`src/design/isa_pkg.sv`:
```
package isa_pkg;

    localparam int inst_w = 32;

    // branch type of one slot
    typedef enum logic [1:0] {
        bt_none     = 2'b00,
        bt_uncond   = 2'b01,
        bt_pcrel    = 2'b10,
        bt_indirect = 2'b11
    } btype_e;

    // ibar: top five bits plus a marker bit
    localparam logic [4:0] op_ibar_hi = 5'b00111;
    localparam int         ibar_bit   = 15;

    // csr write/exchange, only counts with rj nonzero
    localparam logic [7:0] op_csr_hi = 8'b00000100;
    localparam int         rj_lsb    = 5;
    localparam int         rj_w      = 5;

    // tlb maintenance, two full words and the invtlb prefix
    localparam logic [31:0] op_tlbsrch   = 32'b0000011_0010010000_01100_00000_00000;
    localparam logic [31:0] op_tlbrd     = 32'b0000011_0010010000_01101_00000_00000;
    localparam logic [16:0] op_invtlb_hi = 17'b0000011_0010010011;

    // unconditional b / bl
    localparam logic [5:0] op_b_hi  = 6'b010100;
    localparam logic [5:0] op_bl_hi = 6'b010101;

    // register indirect
    localparam logic [5:0] op_jirl_hi = 6'b010011;

    // pc relative conditional branches
    localparam logic [5:0] op_beqz_hi = 6'b010000;
    localparam logic [5:0] op_bnez_hi = 6'b010001;
    localparam logic [5:0] op_bcz_hi  = 6'b010010;
    localparam logic [4:0] op_bcc5_hi = 5'b01011;
    localparam logic [3:0] op_bcc4_hi = 4'b0110;

endpackage

```
`src/design/fetch_pkg.sv`:
```
package fetch_pkg;

    localparam int pc_w        = 32;
    localparam int slot_n      = 2;

    // pc bit that marks slot 0 as not a valid start
    localparam int pc_slot_bit = 2;

    localparam int queue_depth = 2;
    localparam int qptr_w      = $clog2(queue_depth);
    localparam int qcnt_w      = qptr_w + 1;

    // output side four-phase sequence
    typedef enum logic [1:0] {
        hs_idle,
        hs_req,
        hs_wait_low
    } hs_state_e;

endpackage

```
`src/design/fetch_pair_if.sv`:
```
`timescale 1ns/1ps

interface fetch_pair_if;
    import fetch_pkg::*;
    import isa_pkg::*;

    logic              valid;
    logic              ready;
    logic [pc_w-1:0]   pc;
    logic [inst_w-1:0] inst0;
    logic [inst_w-1:0] inst1;

    modport source (output valid, output pc, output inst0, output inst1, input ready);

    modport sink (input valid, input pc, input inst0, input inst1, output ready);

endinterface

```
`src/design/predecode_if.sv`:
```
`timescale 1ns/1ps

interface predecode_if;
    import fetch_pkg::*;
    import isa_pkg::*;

    logic                valid;
    logic                ready;
    logic [pc_w-1:0]     pc;
    logic [inst_w-1:0]   inst0;
    logic [inst_w-1:0]   inst1;
    logic [slot_n-1:0]   priv_flag;
    logic [slot_n-1:0]   ibar_flag;
    logic [slot_n-1:0]   csr_flag;
    logic [slot_n-1:0]   tlb_flag;
    // slot 1 in the upper half
    btype_e [slot_n-1:0] branch_flag;
    btype_e              inst_btype;

    modport source (
        output valid, output pc, output inst0, output inst1,
        output priv_flag, output ibar_flag, output csr_flag, output tlb_flag,
        output branch_flag, output inst_btype,
        input  ready
    );

    modport sink (
        input  valid, input pc, input inst0, input inst1,
        input  priv_flag, input ibar_flag, input csr_flag, input tlb_flag,
        input  branch_flag, input inst_btype,
        output ready
    );

endinterface

```
`src/design/fetch_capture.sv`:
```
`timescale 1ns/1ps

module fetch_capture (
    input  logic                        clk,
    input  logic                        rst,
    input  logic                        in_req,
    output logic                        in_ack,
    input  logic [fetch_pkg::pc_w-1:0]  in_pc,
    input  logic [isa_pkg::inst_w-1:0]  in_inst0,
    input  logic [isa_pkg::inst_w-1:0]  in_inst1,
    fetch_pair_if.source                pair
);
    import fetch_pkg::*;
    import isa_pkg::*;

    logic [pc_w-1:0]   pc_q    [queue_depth];
    logic [inst_w-1:0] inst0_q [queue_depth];
    logic [inst_w-1:0] inst1_q [queue_depth];

    logic [qptr_w-1:0] wr_ptr;
    logic [qptr_w-1:0] rd_ptr;
    logic [qcnt_w-1:0] count;
    logic              full;
    logic              wr_en;
    logic              rd_en;

    assign full  = (count == qcnt_w'(queue_depth));
    // store on req high while ack still low
    assign wr_en = in_req && !in_ack && !full;
    assign rd_en = pair.valid && pair.ready;

    // four-phase ack
    always_ff @(posedge clk) begin
        if (rst) begin
            in_ack <= 1'b0;
        end else if (wr_en) begin
            in_ack <= 1'b1;
        end else if (!in_req) begin
            in_ack <= 1'b0;
        end
    end

    always_ff @(posedge clk) begin
        if (wr_en) begin
            pc_q[wr_ptr]    <= in_pc;
            inst0_q[wr_ptr] <= in_inst0;
            inst1_q[wr_ptr] <= in_inst1;
        end
    end

    // circular pointers and fill level
    always_ff @(posedge clk) begin
        if (rst) begin
            wr_ptr <= '0;
            rd_ptr <= '0;
            count  <= '0;
        end else begin
            if (wr_en) begin
                wr_ptr <= (wr_ptr == qptr_w'(queue_depth - 1)) ? '0 : wr_ptr + 1'b1;
            end
            if (rd_en) begin
                rd_ptr <= (rd_ptr == qptr_w'(queue_depth - 1)) ? '0 : rd_ptr + 1'b1;
            end
            case ({wr_en, rd_en})
                2'b10:   count <= count + 1'b1;
                2'b01:   count <= count - 1'b1;
                default: count <= count;
            endcase
        end
    end

    // head of queue
    assign pair.valid = (count != '0);
    assign pair.pc    = pc_q[rd_ptr];
    assign pair.inst0 = inst0_q[rd_ptr];
    assign pair.inst1 = inst1_q[rd_ptr];

    // ack only answers a req seen while an entry was free
    a_ack_needs_room: assert property (@(posedge clk) disable iff (rst)
        $rose(in_ack) |-> $past(count) < qcnt_w'(queue_depth));

    a_ack_after_req: assert property (@(posedge clk) disable iff (rst)
        $rose(in_ack) |-> $past(in_req));

endmodule

```
`src/design/pre_decoder.sv`:
```
`timescale 1ns/1ps

module pre_decoder (
    input  logic          clk,
    input  logic          rst,
    fetch_pair_if.sink    pair,
    predecode_if.source   dec
);
    import fetch_pkg::*;
    import isa_pkg::*;

    logic [inst_w-1:0]   inst [slot_n];
    logic [slot_n-1:0]   ibar_c;
    logic [slot_n-1:0]   csr_c;
    logic [slot_n-1:0]   tlb_c;
    btype_e [slot_n-1:0] bt_c;
    btype_e              sum_c;
    logic                take;

    // uncond wins over pcrel, pcrel over indirect
    function automatic btype_e slot_btype(input logic [inst_w-1:0] w);
        logic uncond;
        logic pcrel;
        logic indir;
        uncond = (w[inst_w-1 -: 6] == op_b_hi) || (w[inst_w-1 -: 6] == op_bl_hi);
        pcrel  = (w[inst_w-1 -: 6] == op_beqz_hi) || (w[inst_w-1 -: 6] == op_bnez_hi) ||
                 (w[inst_w-1 -: 6] == op_bcz_hi)  || (w[inst_w-1 -: 5] == op_bcc5_hi) ||
                 (w[inst_w-1 -: 4] == op_bcc4_hi);
        indir  = (w[inst_w-1 -: 6] == op_jirl_hi);
        if (uncond) begin
            return bt_uncond;
        end else if (pcrel) begin
            return bt_pcrel;
        end else if (indir) begin
            return bt_indirect;
        end
        return bt_none;
    endfunction

    assign inst[0] = pair.inst0;
    assign inst[1] = pair.inst1;

    always_comb begin
        for (int s = 0; s < slot_n; s++) begin
            ibar_c[s] = (inst[s][inst_w-1 -: 5] == op_ibar_hi) && inst[s][ibar_bit];
            csr_c[s]  = (inst[s][inst_w-1 -: 8] == op_csr_hi) && |inst[s][rj_lsb +: rj_w];
            tlb_c[s]  = (inst[s] == op_tlbsrch) || (inst[s] == op_tlbrd) ||
                        (inst[s][inst_w-1 -: 17] == op_invtlb_hi);
            bt_c[s]   = slot_btype(inst[s]);
        end
    end

    // packet summary, slot 1 first
    always_comb begin
        if (bt_c[1] != bt_none) begin
            sum_c = bt_c[1];
        end else if (pair.pc[pc_slot_bit]) begin
            // fetch started at slot 1
            sum_c = bt_none;
        end else if (bt_c[0] == bt_indirect) begin
            sum_c = bt_indirect;
        end else begin
            sum_c = bt_none;
        end
    end

    // single entry stage
    assign pair.ready = !dec.valid || dec.ready;
    assign take       = pair.valid && pair.ready;

    always_ff @(posedge clk) begin
        if (rst) begin
            dec.valid <= 1'b0;
        end else if (take) begin
            dec.valid <= 1'b1;
        end else if (dec.ready) begin
            dec.valid <= 1'b0;
        end
    end

    always_ff @(posedge clk) begin
        if (take) begin
            dec.pc          <= pair.pc;
            dec.inst0       <= pair.inst0;
            dec.inst1       <= pair.inst1;
            dec.ibar_flag   <= ibar_c;
            dec.csr_flag    <= csr_c;
            dec.tlb_flag    <= tlb_c;
            dec.priv_flag   <= ibar_c | csr_c | tlb_c;
            dec.branch_flag <= bt_c;
            dec.inst_btype  <= sum_c;
        end
    end

    // the three privileged patterns are disjoint
    for (genvar g = 0; g < slot_n; g++) begin : g_priv_chk
        a_priv_onehot: assert property (@(posedge clk) disable iff (rst)
            dec.valid |-> $onehot0({dec.ibar_flag[g], dec.csr_flag[g], dec.tlb_flag[g]}));
    end

endmodule

```
`src/design/predecode_sender.sv`:
```
`timescale 1ns/1ps

module predecode_sender (
    input  logic                          clk,
    input  logic                          rst,
    predecode_if.sink                     dec,
    output logic                          out_req,
    input  logic                          out_ack,
    output logic [fetch_pkg::pc_w-1:0]    out_pc,
    output logic [isa_pkg::inst_w-1:0]    out_inst0,
    output logic [isa_pkg::inst_w-1:0]    out_inst1,
    output logic [fetch_pkg::slot_n-1:0]  out_priv_flag,
    output logic [fetch_pkg::slot_n-1:0]  out_ibar_flag,
    output logic [fetch_pkg::slot_n-1:0]  out_csr_flag,
    output logic [fetch_pkg::slot_n-1:0]  out_tlb_flag,
    output logic [3:0]                    out_branch_flag,
    output isa_pkg::btype_e               out_inst_btype
);
    import fetch_pkg::*;

    hs_state_e state;

    assign dec.ready = (state == hs_idle);

    always_ff @(posedge clk) begin
        if (rst) begin
            state   <= hs_idle;
            out_req <= 1'b0;
        end else begin
            case (state)
                hs_idle: if (dec.valid) begin
                    state   <= hs_req;
                    out_req <= 1'b1;
                end
                hs_req: if (out_ack) begin
                    state   <= hs_wait_low;
                    out_req <= 1'b0;
                end
                // downstream must drop ack before the next packet
                hs_wait_low: if (!out_ack) begin
                    state <= hs_idle;
                end
                default: state <= hs_idle;
            endcase
        end
    end

    // latch packet on take
    always_ff @(posedge clk) begin
        if (dec.valid && dec.ready) begin
            out_pc          <= dec.pc;
            out_inst0       <= dec.inst0;
            out_inst1       <= dec.inst1;
            out_priv_flag   <= dec.priv_flag;
            out_ibar_flag   <= dec.ibar_flag;
            out_csr_flag    <= dec.csr_flag;
            out_tlb_flag    <= dec.tlb_flag;
            out_branch_flag <= dec.branch_flag;
            out_inst_btype  <= dec.inst_btype;
        end
    end

    a_req_holds: assert property (@(posedge clk) disable iff (rst)
        out_req && !out_ack |=> out_req);

    a_data_stable: assert property (@(posedge clk) disable iff (rst)
        $past(out_req) && out_req |-> $stable({out_pc, out_inst0, out_inst1,
            out_priv_flag, out_ibar_flag, out_csr_flag, out_tlb_flag,
            out_branch_flag, out_inst_btype}));

endmodule

```
`src/design/fetch_predecode_top.sv`:
```
`timescale 1ns/1ps

module fetch_predecode_top (
    input  logic                          clk,
    input  logic                          rst,
    input  logic                          in_req,
    output logic                          in_ack,
    input  logic [fetch_pkg::pc_w-1:0]    in_pc,
    input  logic [isa_pkg::inst_w-1:0]    in_inst0,
    input  logic [isa_pkg::inst_w-1:0]    in_inst1,
    output logic                          out_req,
    input  logic                          out_ack,
    output logic [fetch_pkg::pc_w-1:0]    out_pc,
    output logic [isa_pkg::inst_w-1:0]    out_inst0,
    output logic [isa_pkg::inst_w-1:0]    out_inst1,
    output logic [fetch_pkg::slot_n-1:0]  out_priv_flag,
    output logic [fetch_pkg::slot_n-1:0]  out_ibar_flag,
    output logic [fetch_pkg::slot_n-1:0]  out_csr_flag,
    output logic [fetch_pkg::slot_n-1:0]  out_tlb_flag,
    output logic [3:0]                    out_branch_flag,
    output isa_pkg::btype_e               out_inst_btype
);

    fetch_pair_if pair_if ();
    predecode_if  dec_if ();

    // input handshake and queue
    fetch_capture fetch_capture_i (
        .clk      (clk),
        .rst      (rst),
        .in_req   (in_req),
        .in_ack   (in_ack),
        .in_pc    (in_pc),
        .in_inst0 (in_inst0),
        .in_inst1 (in_inst1),
        .pair     (pair_if.source)
    );

    pre_decoder pre_decoder_i (
        .clk  (clk),
        .rst  (rst),
        .pair (pair_if.sink),
        .dec  (dec_if.source)
    );

    // output handshake
    predecode_sender predecode_sender_i (
        .clk             (clk),
        .rst             (rst),
        .dec             (dec_if.sink),
        .out_req         (out_req),
        .out_ack         (out_ack),
        .out_pc          (out_pc),
        .out_inst0       (out_inst0),
        .out_inst1       (out_inst1),
        .out_priv_flag   (out_priv_flag),
        .out_ibar_flag   (out_ibar_flag),
        .out_csr_flag    (out_csr_flag),
        .out_tlb_flag    (out_tlb_flag),
        .out_branch_flag (out_branch_flag),
        .out_inst_btype  (out_inst_btype)
    );

endmodule

```
`config.mk`:
```
export PLATFORM = sky130hd
export DESIGN_NAME = fetch_predecode_top
export DESIGN_NICKNAME = d
export VERILOG_FILES = /design/src/design/isa_pkg.sv /design/src/design/fetch_pkg.sv /design/src/design/fetch_pair_if.sv /design/src/design/predecode_if.sv /design/src/design/fetch_capture.sv /design/src/design/pre_decoder.sv /design/src/design/predecode_sender.sv /design/src/design/fetch_predecode_top.sv
export SDC_FILE = /design/constraint.sdc
export NUM_CORES = 1
export LEC_CHECK = 0
export ABC_AREA = 1
export BUFFER_PORTS_ARGS = -buffer_cell sky130_fd_sc_hd__buf_2
export CAP_MARGIN = 10
export CORE_MARGIN = 4
export CORE_UTILIZATION = 35
export CTS_BUF_LIST = sky130_fd_sc_hd__clkbuf_4 sky130_fd_sc_hd__clkbuf_8
export CTS_CLUSTER_SIZE = 30
export DETAILED_ROUTE_END_ITERATION = 10
export HOLD_SLACK_MARGIN = 0.1
export SLEW_MARGIN = 20
export SYNTH_ARGS = -nofsm -noshare
export SYNTH_HDL_FRONTEND = slang
export SYNTH_HIERARCHICAL = 1
export SYNTH_SLANG_ARGS = --single-unit
```
`constraint.sdc`:
```
create_clock -name clk -period 6.8 [get_ports clk]
set_input_delay 1.02 -clock clk [delete_from_list [all_inputs] [get_ports clk]]
set_output_delay 1.02 -clock clk [all_outputs]
set_load 0.05 [all_outputs]
```
* After elaboration in Yosys (flattened, before gate mapping)
Memories as Yosys holds them, arrays and structs flattened. A register that Yosys moved wholly into a read port is not among the register bits. Index checks and enable logic that the tools add are counted.
Storage, ports and cells: output and inout port bits 112, memories 3, register bits after elaboration 229, memory bits (writable) 192, logic and storage cells 146
Memory list:
- fetch_capture_i.inst0_q | words 2, width 32, rd ports 1, clocked after memory_dff 1, write ports 1, RTL line fetch_capture.sv:17 | logic [inst_w-1:0] inst0_q [queue_depth];
- fetch_capture_i.inst1_q | words 2, width 32, rd ports 1, clocked after memory_dff 1, write ports 1, RTL line fetch_capture.sv:18 | logic [inst_w-1:0] inst1_q [queue_depth];
- fetch_capture_i.pc_q | words 2, width 32, rd ports 1, clocked after memory_dff 1, write ports 1, RTL line fetch_capture.sv:16 | logic [pc_w-1:0] pc_q [queue_depth];
Cells by class: $add $sub $neg 4, bitwise gates (word level) 2, reductions and logical operators 36, muxes and demuxes 39, equal/unequal tests 36
Operators with widths (count):
- $eq A32 B27 Y1 const B | 4
- $eq A6 B5 Y1 const B | 12
- $eq A17 B12 Y1 const B | 2
- $mux W2 | 14
- $mux W1 | 22
- $eq A8 B3 Y1 const B | 2
- $logic_or A1 B1 Y1 | 15
- $eq A5 B3 Y1 const B | 2
- $eq A5 B4 Y1 const B | 2
- $reduce_bool A2 Y1 | 5
- $reduce_or A5 Y1 | 2
- $eq A2 B2 Y1 const B | 4
- $eq A4 B3 Y1 const B | 2
- $logic_and A1 B1 Y1 | 8
- $pmux W2 S3 | 1
- $reduce_and A3 Y1 | 2
- $eq A2 B1 Y1 const B | 2
- $ne A2 B1 Y1 const B | 2
- $ne A2 B2 Y1 const B | 2
- $or A2 B2 Y2 | 2
- $pmux W2 S2 | 1
- $logic_not A1 Y1 | 3
- $add A1 B1 Y1 const B | 2
- $add A2 B1 Y2 const B | 1
- other kinds (3) | 3

* Longest topological paths before layout
Gate-level depths: netlist of run 1.
depth in word-level cells 12, mapped depth 11

* Hierarchy
Netlist of run 1, hierarchy kept.
By module, submodules not included:
- fetch_capture | area an instance 7408.4 um^2, cells each 342, sequential area each 5885.6 um^2, instances 1
- pre_decoder | area an instance 3891.2 um^2, cells each 237, sequential area each 3323.2 um^2, instances 1
- predecode_sender | area an instance 3444.6 um^2, cells each 129, sequential area each 3363.2 um^2, instances 1

* Least setup slack after synthesis of run 1
Ideal clock, no wire load.
path kind flip-flop to flip-flop, from reg fetch_capture_i.count[0], to reg pre_decoder_i.dec.branch_flag[0] (enable), required time 6.185 ns, data arrival time 5.839 ns, setup slack 0.346 ns, cell stages (with the launch flop) 5, path through dfxtp_1 -> inv_1 -> nand2_1 -> inv_1 -> a21oi_1
On the way: longest elaborated chain between the ends 2
RTL lines:
- start, declared | RTL line fetch_capture.sv:22 | logic [qcnt_w-1:0] count;
- start signal, assigned | RTL line fetch_capture.sv:65 | 2'b10: count <= count + 1'b1;
- start signal, assigned | RTL line fetch_capture.sv:66 | 2'b01: count <= count - 1'b1;
- start signal, assigned | RTL line fetch_capture.sv:67 | default: count <= count;
- $reduce_bool A2 Y1 | RTL line fetch_capture.sv:73 | assign pair.valid = (count != '0);
- net pair_if.valid | RTL line fetch_pair_if.sv:7 | logic valid;
- $logic_and A1 B1 Y1 | RTL line pre_decoder.sv:69 | assign take = pair.valid && pair.ready;
- net pre_decoder_i.take | RTL line pre_decoder.sv:18 | logic take;
- end signal, assigned | RTL line pre_decoder.sv:90 | dec.branch_flag <= bt_c;
- end, declared | RTL line predecode_if.sv:23 | output branch_flag, output inst_btype,
The timed path passes the listed nets, and every way through them passes these cells. A chain may end at the register's enable or synchronous reset.

==> key figures, run 1 <==
Power and ir drop
  • Pleak: 6.54 nW
  • Peak VDD IR: 0.234 mV
  • Pwr Total: 8.12 mW
  • Pwr Density: 455 mW/mm²

Timing
  • Final setup violation count: 0
  • Max Slew Vio Count: 0
  • Hold Slack: 0.405 ns
  • Final period utilization: 38.6%
  • RSZ-0062 raised after global routing: false
  • Post-route minimum period: 2.63 ns
  • Slew Limit Headroom: 39.4%
  • Final Hold Viols: 0
  • Post-route setup TNS: 0 ns
  • Clock skew: 0.0224 ns
  • Worst slew pin tran: 0.909 ns
  • Fin worst setup slack: 4.17 ns
  • Fmax: 381 MHz

Die
  • Die Height: 213 µm
  • Starting Density: 35.8%
  • Number of core rows: 74
  • Die Wd: 213 µm
  • Die outline area: 0.0455 mm²
  • Io pins: 212
  • CORE AREA: 0.0412 mm²

Final layout
  • Layout net count: 1091
  • Syn-to-layout area delta: 21.0%
  • Post-route cell area: 0.0178 mm²
  • Most frequent cells in the layout: edfxtp_1 (412), buf_2 (211), clkbuf_8 (76)
  • Commonest non-fill, non-tap cell in the layout: edfxtp_1
  • Fin util: 43.3%
  • Cell Count, Final, Fillers Out: 1581
  • Ratio of cells with drive above 1 in the final layout: 42.7%

Worst setup path
  • Critical Path RT: 7.14 ns
  • Reg-to-reg slack, setup: 4.17 ns
  • Buf/Inv on CP: 1
  • Critical path depth: 7
  • Worst setup EP type: flip-flop
  • CP dominant cell by count: nand2_1
  • Worst setup path class: reg -> reg
  • Slowest library cell on the worst path: buf_4
  • Crit-path max FO: 38
  • Cell Chain, Critical Path: buf_4 > mux2_4 > nor2_1 > nand2_1 > or2_0 > a21oi_1 > nand2_1
  • Worst Setup EP: pre_decoder_i/dec.priv_flag[0]
  • Crit start category: flip-flop
  • Arr. time, crit path: 2.97 ns
  • Slowest stage delay, CP: 0.65 ns
  • R2R Path End: pre_decoder_i/dec.priv_flag[0]
  • Crit path max-delay family: buffers and inverters
  • Length in cells of the worst reg-to-reg path: 7

Min path
  • Hold Path Class: reg -> reg
  • Worst min-delay path startpoint: pre_decoder_i/dec.pc[5]

Synthesis
  • Synth unique cells: 29
  • Cell taking the most area after synthesis: edfxtp_1
  • Post-synth net total: 809
  • Yosys top cell area share: 83.9%
  • Register area share after synthesis: 85.3%
  • Synth area leaders: edfxtp_1 (84%), mux2_2 (4.3%), mux2_4 (4.1%), dfxtp_1 (1.4%), nand2_1 (1.2%)
  • Syn Inst Count: 708
  • Post-Syn Area per Cell: 20.8 µm²
  • Syn Std Cell Area: 0.0147 mm²
  • Post-synth EDFFs: 412
  • Synthesis-stage register bit count: 422
  • Number of synthesis warnings: 6
  • Fraction of registers with async set/reset: 0%
  • Dominant synthesized flop cell: edfxtp_1

Global routing
  • Total GRT Usage: 12.4%
  • Largest net degree at the start of global routing: 61
  • Initial antenna violation count: 8
  • GRT overflow: 0
  • Vias in the first global route: 7317
  • First-pass GRT wire length: 42200 µm

Outcome
  • Status: finished clean

CTS
  • Clock Tree Root: clkbuf_8
  • CTS tree: done
  • Worst-skew pair later-pin latency: 0.60 ns
  • Clock Sinks: 422
  • Clk buf depth: 3
  • Post-CTS Setup Inserts: 0
  • Reg clk slew, reported paths: 0.06 ns
  • PostCTS Resize Cnt: 0
  • Max H-tree Level: 3
  • CTS Buf Count: 72
  • Hold Buf Count CTS: 0

Routing
  • DR iter-0 viols: 397
  • Wire length per cell: 18.0 µm
  • Via Count: 6960
  • # DRC: 0
  • WL final: 28500 µm
  • Routed Antenna Nets: 0
  • Vias per inst: 4.40
  • Drt first pass iters: 4

Placed design
  • Place WS: 3.57 ns
  • Post-DP Area: 0.0164 mm²
  • Port Buf Inserts: 211
  • Post-Place Cells: 1448
  • Detailed Place HPWL: 17800 µm
  • Gpl congestion: 0.722

Job
  • Max-cap viol count: 0
## worst min path at each step
stage	end	slack (ns)	cells past startpoint
floorplan	predecode_sender_i/out_branch_flag[0]	0.40	0
global placement	predecode_sender_i/out_tlb_flag[0]	0.40	0
detailed placement	predecode_sender_i/out_inst0[23]	0.40	0
CTS	predecode_sender_i/out_pc[5]	0.41	0
global route	predecode_sender_i/out_pc[5]	0.42	0
finish	predecode_sender_i/out_pc[5]	0.40	0
## where the power goes
part	switching (mW)	total (mW)	internal (mW)	leakage, nW
Sequential	0.215	4.05	3.83	3.94
Clock	0.966	2.22	1.25	0.753
Combinational	1.34	1.85	0.508	1.85
## metal layers
| layer | part of all wire [%] | vias up | GRT usage (%) |
|---|---|---|---|
| li1 | - | 3270 | - |
| met5 | 0.27 | - | 0 |
| met4 | 2.3 | 12 | 4.90 |
| met1 | 40 | 3421 | 14.8 |
| met3 | 7.2 | 64 | 4.51 |
| met2 | 50 | 193 | 20.7 |
## kinds of logic (layout without fill, tap and decap cells)
family                     Yosys count  in the layout  share of synthesized area [%]
DFF                                422            422                           85.3
and+or+nand+nor                    125            125                           3.87
muxes                               96             96                           8.35
buffers and inverters               51            389                           1.91
AOI/OAI and AO/OA                   13             13                          0.518
adders and majority gates            1              1                         0.0848
other                                0              3                              0
## registers in the layout, indices dropped and copies added, names as in the netlist, 4 cells and up, named ones only
register                            flops
predecode_sender_i/out_inst1           32
fetch_capture_i/pc_q                   64
predecode_sender_i/out_branch_flag      4
pre_decoder_i/dec.pc                   32
fetch_capture_i/inst0_q                64
fetch_capture_i/inst1_q                64
pre_decoder_i/dec.branch_flag           4
pre_decoder_i/dec.inst1                32
predecode_sender_i/out_pc              32
predecode_sender_i/out_inst0           32
pre_decoder_i/dec.inst0                32
## final cells by class
cell class,instances,area (µm²)
antenna,3,7.51
clock buffer,102,1240
clock inverter,28,175
fill,3608,23400
inverter,40,155
multi-input combinational,235,1910
sequential,422,12600
tap,532,666
timing repair buffer,219,1120
## worst register-to-register path, stage by stage (launching register included)
cell	delay [ns]
dfxtp_4	0.63
buf_4	0.66
mux2_4	0.37
nor2_1	0.12
nand2_1	0.11
or2_0	0.27
a21oi_1	0.18
nand2_1	0.06
## Yosys cell counts (3+ instances only)
cell type    n
nand2_1     48
nor2_2       6
nand4_1      4
mux2_4      40
buf_2        5
o21ai_0      3
edfxtp_1   412
dfxtp_1     10
inv_2        3
buf_12       4
nor3b_1      3
a21oi_1      6
inv_1       37
nor2_1      41
nand3b_1     3
mux2_2      56
nor3_1       3
nand3_1     11
Note: power is estimated with default switching activity, not from simulation.
==> run 2: changes to the inputs <==
--- a/config.mk
+++ b/config.mk
@@ -5,7 +5,7 @@
 export SDC_FILE = /design/constraint.sdc
 export NUM_CORES = 1
 export LEC_CHECK = 0
-export ABC_AREA = 1
+export ABC_AREA = 0
 export BUFFER_PORTS_ARGS = -buffer_cell sky130_fd_sc_hd__buf_2
 export CAP_MARGIN = 10
 export CORE_MARGIN = 4
==> constraint.sdc (replaced) <==
create_clock -name clk -period 2.2 [get_ports clk]
set_input_delay 0.33 -clock clk [delete_from_list [all_inputs] [get_ports clk]]
set_output_delay 0.33 -clock clk [all_outputs]
set_load 0.05 [all_outputs]
==> key figures, run 2 <==
Outcome
  • Status: complete, but fails checks
  • Failing checks: negative setup slack

Global routing
  • Vias in the first global route: 7603 (+3.9%)
  • GRT overflow: 0 (unchanged)
  • Largest net degree at the start of global routing: 111 (+82%)
  • First-pass GRT wire length: 43500 µm (+3.1%)
  • Total GRT Usage: 12.8% (+0.38 points)
  • Initial antenna violation count: 4 (-4)

Routing
  • Drt first pass iters: 4 (unchanged)
  • WL final: 28200 µm (-0.84%)
  • Wire length per cell: 17.5 µm (-2.7%)
  • # DRC: 0 (unchanged)
  • Routed Antenna Nets: 0 (unchanged)
  • Via Count: 7078 (+1.7%)
  • DR iter-0 viols: 258 (-35%)
  • Vias per inst: 4.39 (-0.26%)

Timing
  • Final setup violation count: 2 (+2)
  • RSZ-0062 raised after global routing: true
  • Worst slew pin tran: 0.649 ns (-0.259 ns)
  • Slew Limit Headroom: 56.7% (+17 points)
  • Final period utilization: 101% (+62 points)
  • Fmax: 452 MHz (+19%)
  • Post-route setup TNS: -0.0192 ns (-0.0192 ns)
  • Max Slew Vio Count: 0 (unchanged)
  • Fin worst setup slack: -0.0134 ns (-4.19 ns)
  • Post-route minimum period: 2.21 ns (-0.413 ns)
  • Clock skew: 0.0200 ns (-0.00243 ns)
  • Final Hold Viols: 0 (unchanged)

CTS
  • Worst-skew pair later-pin latency: 0.59 ns (about the same)
  • Max H-tree Level: 3 (unchanged)
  • Clock Tree Root: clkbuf_8
  • Clk buf depth: 3 (unchanged)
  • CTS Buf Count: 72 (unchanged)
  • Reg clk slew, reported paths: 0.06 ns (about the same)
  • Clock Sinks: 422 (unchanged)
  • CTS tree: done

Synthesis
  • Post-synth EDFFs: 412 (unchanged)
  • Post-synth net total: 722 (-11%)
  • Syn Inst Count: 621 (-12%)
  • Top cells by count, synth: edfxtp_1 (412), mux2_2 (51), mux2_1 (46)
  • Synth unique cells: 40 (+38%)
  • Dominant synthesized flop cell: edfxtp_1
  • Register area share after synthesis: 87.7% (+2.4 points)
  • Fraction of registers with async set/reset: 0% (unchanged)
  • Syn Std Cell Area: 0.0143 mm² (-2.8%)
  • Synth area leaders: edfxtp_1 (86%), mux2_2 (4.0%), mux2_1 (3.6%), dfxtp_1 (1.4%), nand2b_1 (0.31%)
  • Number of synthesis warnings: 6 (unchanged)
  • Post-Syn Area per Cell: 23.1 µm² (+11%)
  • Synthesis-stage register bit count: 422 (unchanged)
  • Cell taking the most area after synthesis: edfxtp_1
  • Most frequent cell after synthesis: edfxtp_1
  • Yosys top cell area share: 86.3% (+2.4 points)

Job
  • Max-cap viol count: 0 (unchanged)

Die
  • Io pins: 212 (unchanged)
  • CORE AREA: 0.0401 mm² (-2.7%)
  • Die Wd: 210 µm (-1.4%)
  • Starting Density: 35.7% (-0.041 points)
  • Die outline area: 0.0443 mm² (-2.7%)
  • Die Height: 210 µm (-1.4%)
  • Number of core rows: 73 (-1.4%)

Placed design
  • Gpl congestion: 0.716 (-0.84%)
  • Port Buf Inserts: 211 (unchanged)
  • Place WS: -0.133 ns (-3.71 ns)
  • Detailed Place HPWL: 17700 µm (-0.57%)

Final layout
  • Syn-to-layout area delta: 32.5%
  • Register Area: 0.0126 mm² (about the same)
  • Layout net count: 1136 (+4.1%)
  • Ratio of cells with drive above 1 in the final layout: 41.6% (-1.2 points)
  • Fin util: 47.3% (+4.0 points)
  • Commonest non-fill, non-tap cell in the layout: edfxtp_1
  • Fill cell count: 3358 (-6.9%)
  • Most frequent cells in the layout: edfxtp_1 (412), buf_2 (211), dlygate4sd3_1 (100)
  • Area of the multi-input gates: 0.00180 mm² (-5.8%)
  • Top flop regs: fetch_capture_i/inst0_q (64), fetch_capture_i/inst1_q (64), fetch_capture_i/pc_q (64)

Worst setup path
  • Crit path max-delay family: simple AND/OR/NAND/NOR gates
  • Worst setup path class: reg -> reg
  • Critical Path RT: 2.53 ns (-4.61 ns)
  • Arr. time, crit path: 2.54 ns (-0.43 ns)
  • Slowest library cell on the worst path: or4_1
  • Buf/Inv on CP: 1 (unchanged)
  • Slowest stage delay, CP: 0.53 ns (-0.12 ns)
  • Crit-path max FO: 7 (-82%)
  • Cell Chain, Critical Path: buf_4 > mux2_2 > or4_1 > nor2_1 > nor3_1 > or3_1
  • Worst setup EP type: flip-flop
  • Crit start category: flip-flop

Power and ir drop
  • Pwr Density: 1290 mW/mm² (+180%)
  • Pleak: 6.77 nW (+3.5%)
  • Pwr Total: 24.6 mW (+200%)
  • Peak VDD IR: 0.724 mV (+210%)

Min path
  • Hold Path Class: reg -> reg
==> run 2: cell types whose count changed in the layout (fill, tap and decap cells not counted), moves of 8 or more <==
cell	before	now
buf_12	0	10
buf_4	8	26
clkinv_1	17	9
dlygate4sd3_1	0	100
inv_1	35	4
mux2_1	0	35
mux2_4	40	9
nand2_1	48	3
nand3_1	11	1
nor2_1	40	9
==> run 2: through the flow <==
step | hold slack [ns] | cell area (µm²) | cells
floorplan | 0.396 | 14400 | 621
global placement | 0.401 | 16400 | 1384
detailed placement | 0.405 | 16400 | 1384
CTS | 0.394 | 19000 | 1611
global route | 0.416 | 19000 | 1612
finish | 0.412 | 19000 | 1612
==> run 2: worst reg2reg max path, cell delays in order, from the launching register on <==
cell,delay (ns)
dfxtp_4,0.37
buf_4,0.17
mux2_2,0.37
or4_1,0.53
nor2_1,0.10
nor3_1,0.06
or3_1,0.34
==> run 2: layer usage <==
metal	track usage [%]	routed length, µm
met2	20.4	13600
met5	0	21
met1	16.5	12100
met3	4.52	1970
met4	4.41	597
==> run 2: final timing paths <==
| check | cells after the start | slack, ns | endpoint | startpoint |
|---|---|---|---|---|
| min | 0 | 0.41 | predecode_sender_i/out_inst0[14] | pre_decoder_i/dec.inst0[14] |
| max | 6 | -0.01 | pre_decoder_i/dec.priv_flag[1] | flip-flop |
| min reg2reg | 0 | 0.41 | predecode_sender_i/out_inst0[14] | pre_decoder_i/dec.inst0[14] |
| max reg2reg | 6 | -0.01 | pre_decoder_i/dec.priv_flag[1] | flip-flop |
==> run 2: area by class of cell <==
class	instances	share of cell area, %
flip-flops and latches	422	66.3
repair buffers	351	13.2
multi-input cells	183	9.47
clock buffers	102	6.44
well taps	525	3.46
clock inverters	22	1.03
inverters	5	0.119
diodes	2	0.0264
==> run 2: power breakdown <==
group | switching, mW | internal, mW | total, mW
Clock | 2.95 | 3.93 | 6.88
Combinational | 3.89 | 1.68 | 5.57
Sequential | 0.509 | 11.6 | 12.1
==> run 2: cell families (layout without fill, tap and decap cells) <==
| group | after synthesis | in the layout | share of synthesized area [%] |
|---|---|---|---|
| XOR/XNOR | 4 | 4 | 0.244 |
| multiplexers | 98 | 98 | 7.69 |
| AND/OR/NAND/NOR | 66 | 66 | 2.86 |
| AO/OA/AOI/OAI | 14 | 14 | 0.768 |
| flip-flops | 422 | 422 | 87.7 |
| other | 0 | 2 | 0 |
| adder cells (fa/ha/maj) | 1 | 1 | 0.0873 |
| buffers and inverters | 16 | 480 | 0.629 |
==> run 2: repair_timing <==
item | in CTS | in global routing
resized for setup | 17 | 11
hold buffers | 100 | 0
pin swaps | 3 | 4
endpoints found under the setup margin | 6 | 5
buffers inserted | 2 | 0
gates cloned | 1 | 0
endpoints found under the hold margin | 202 | 0
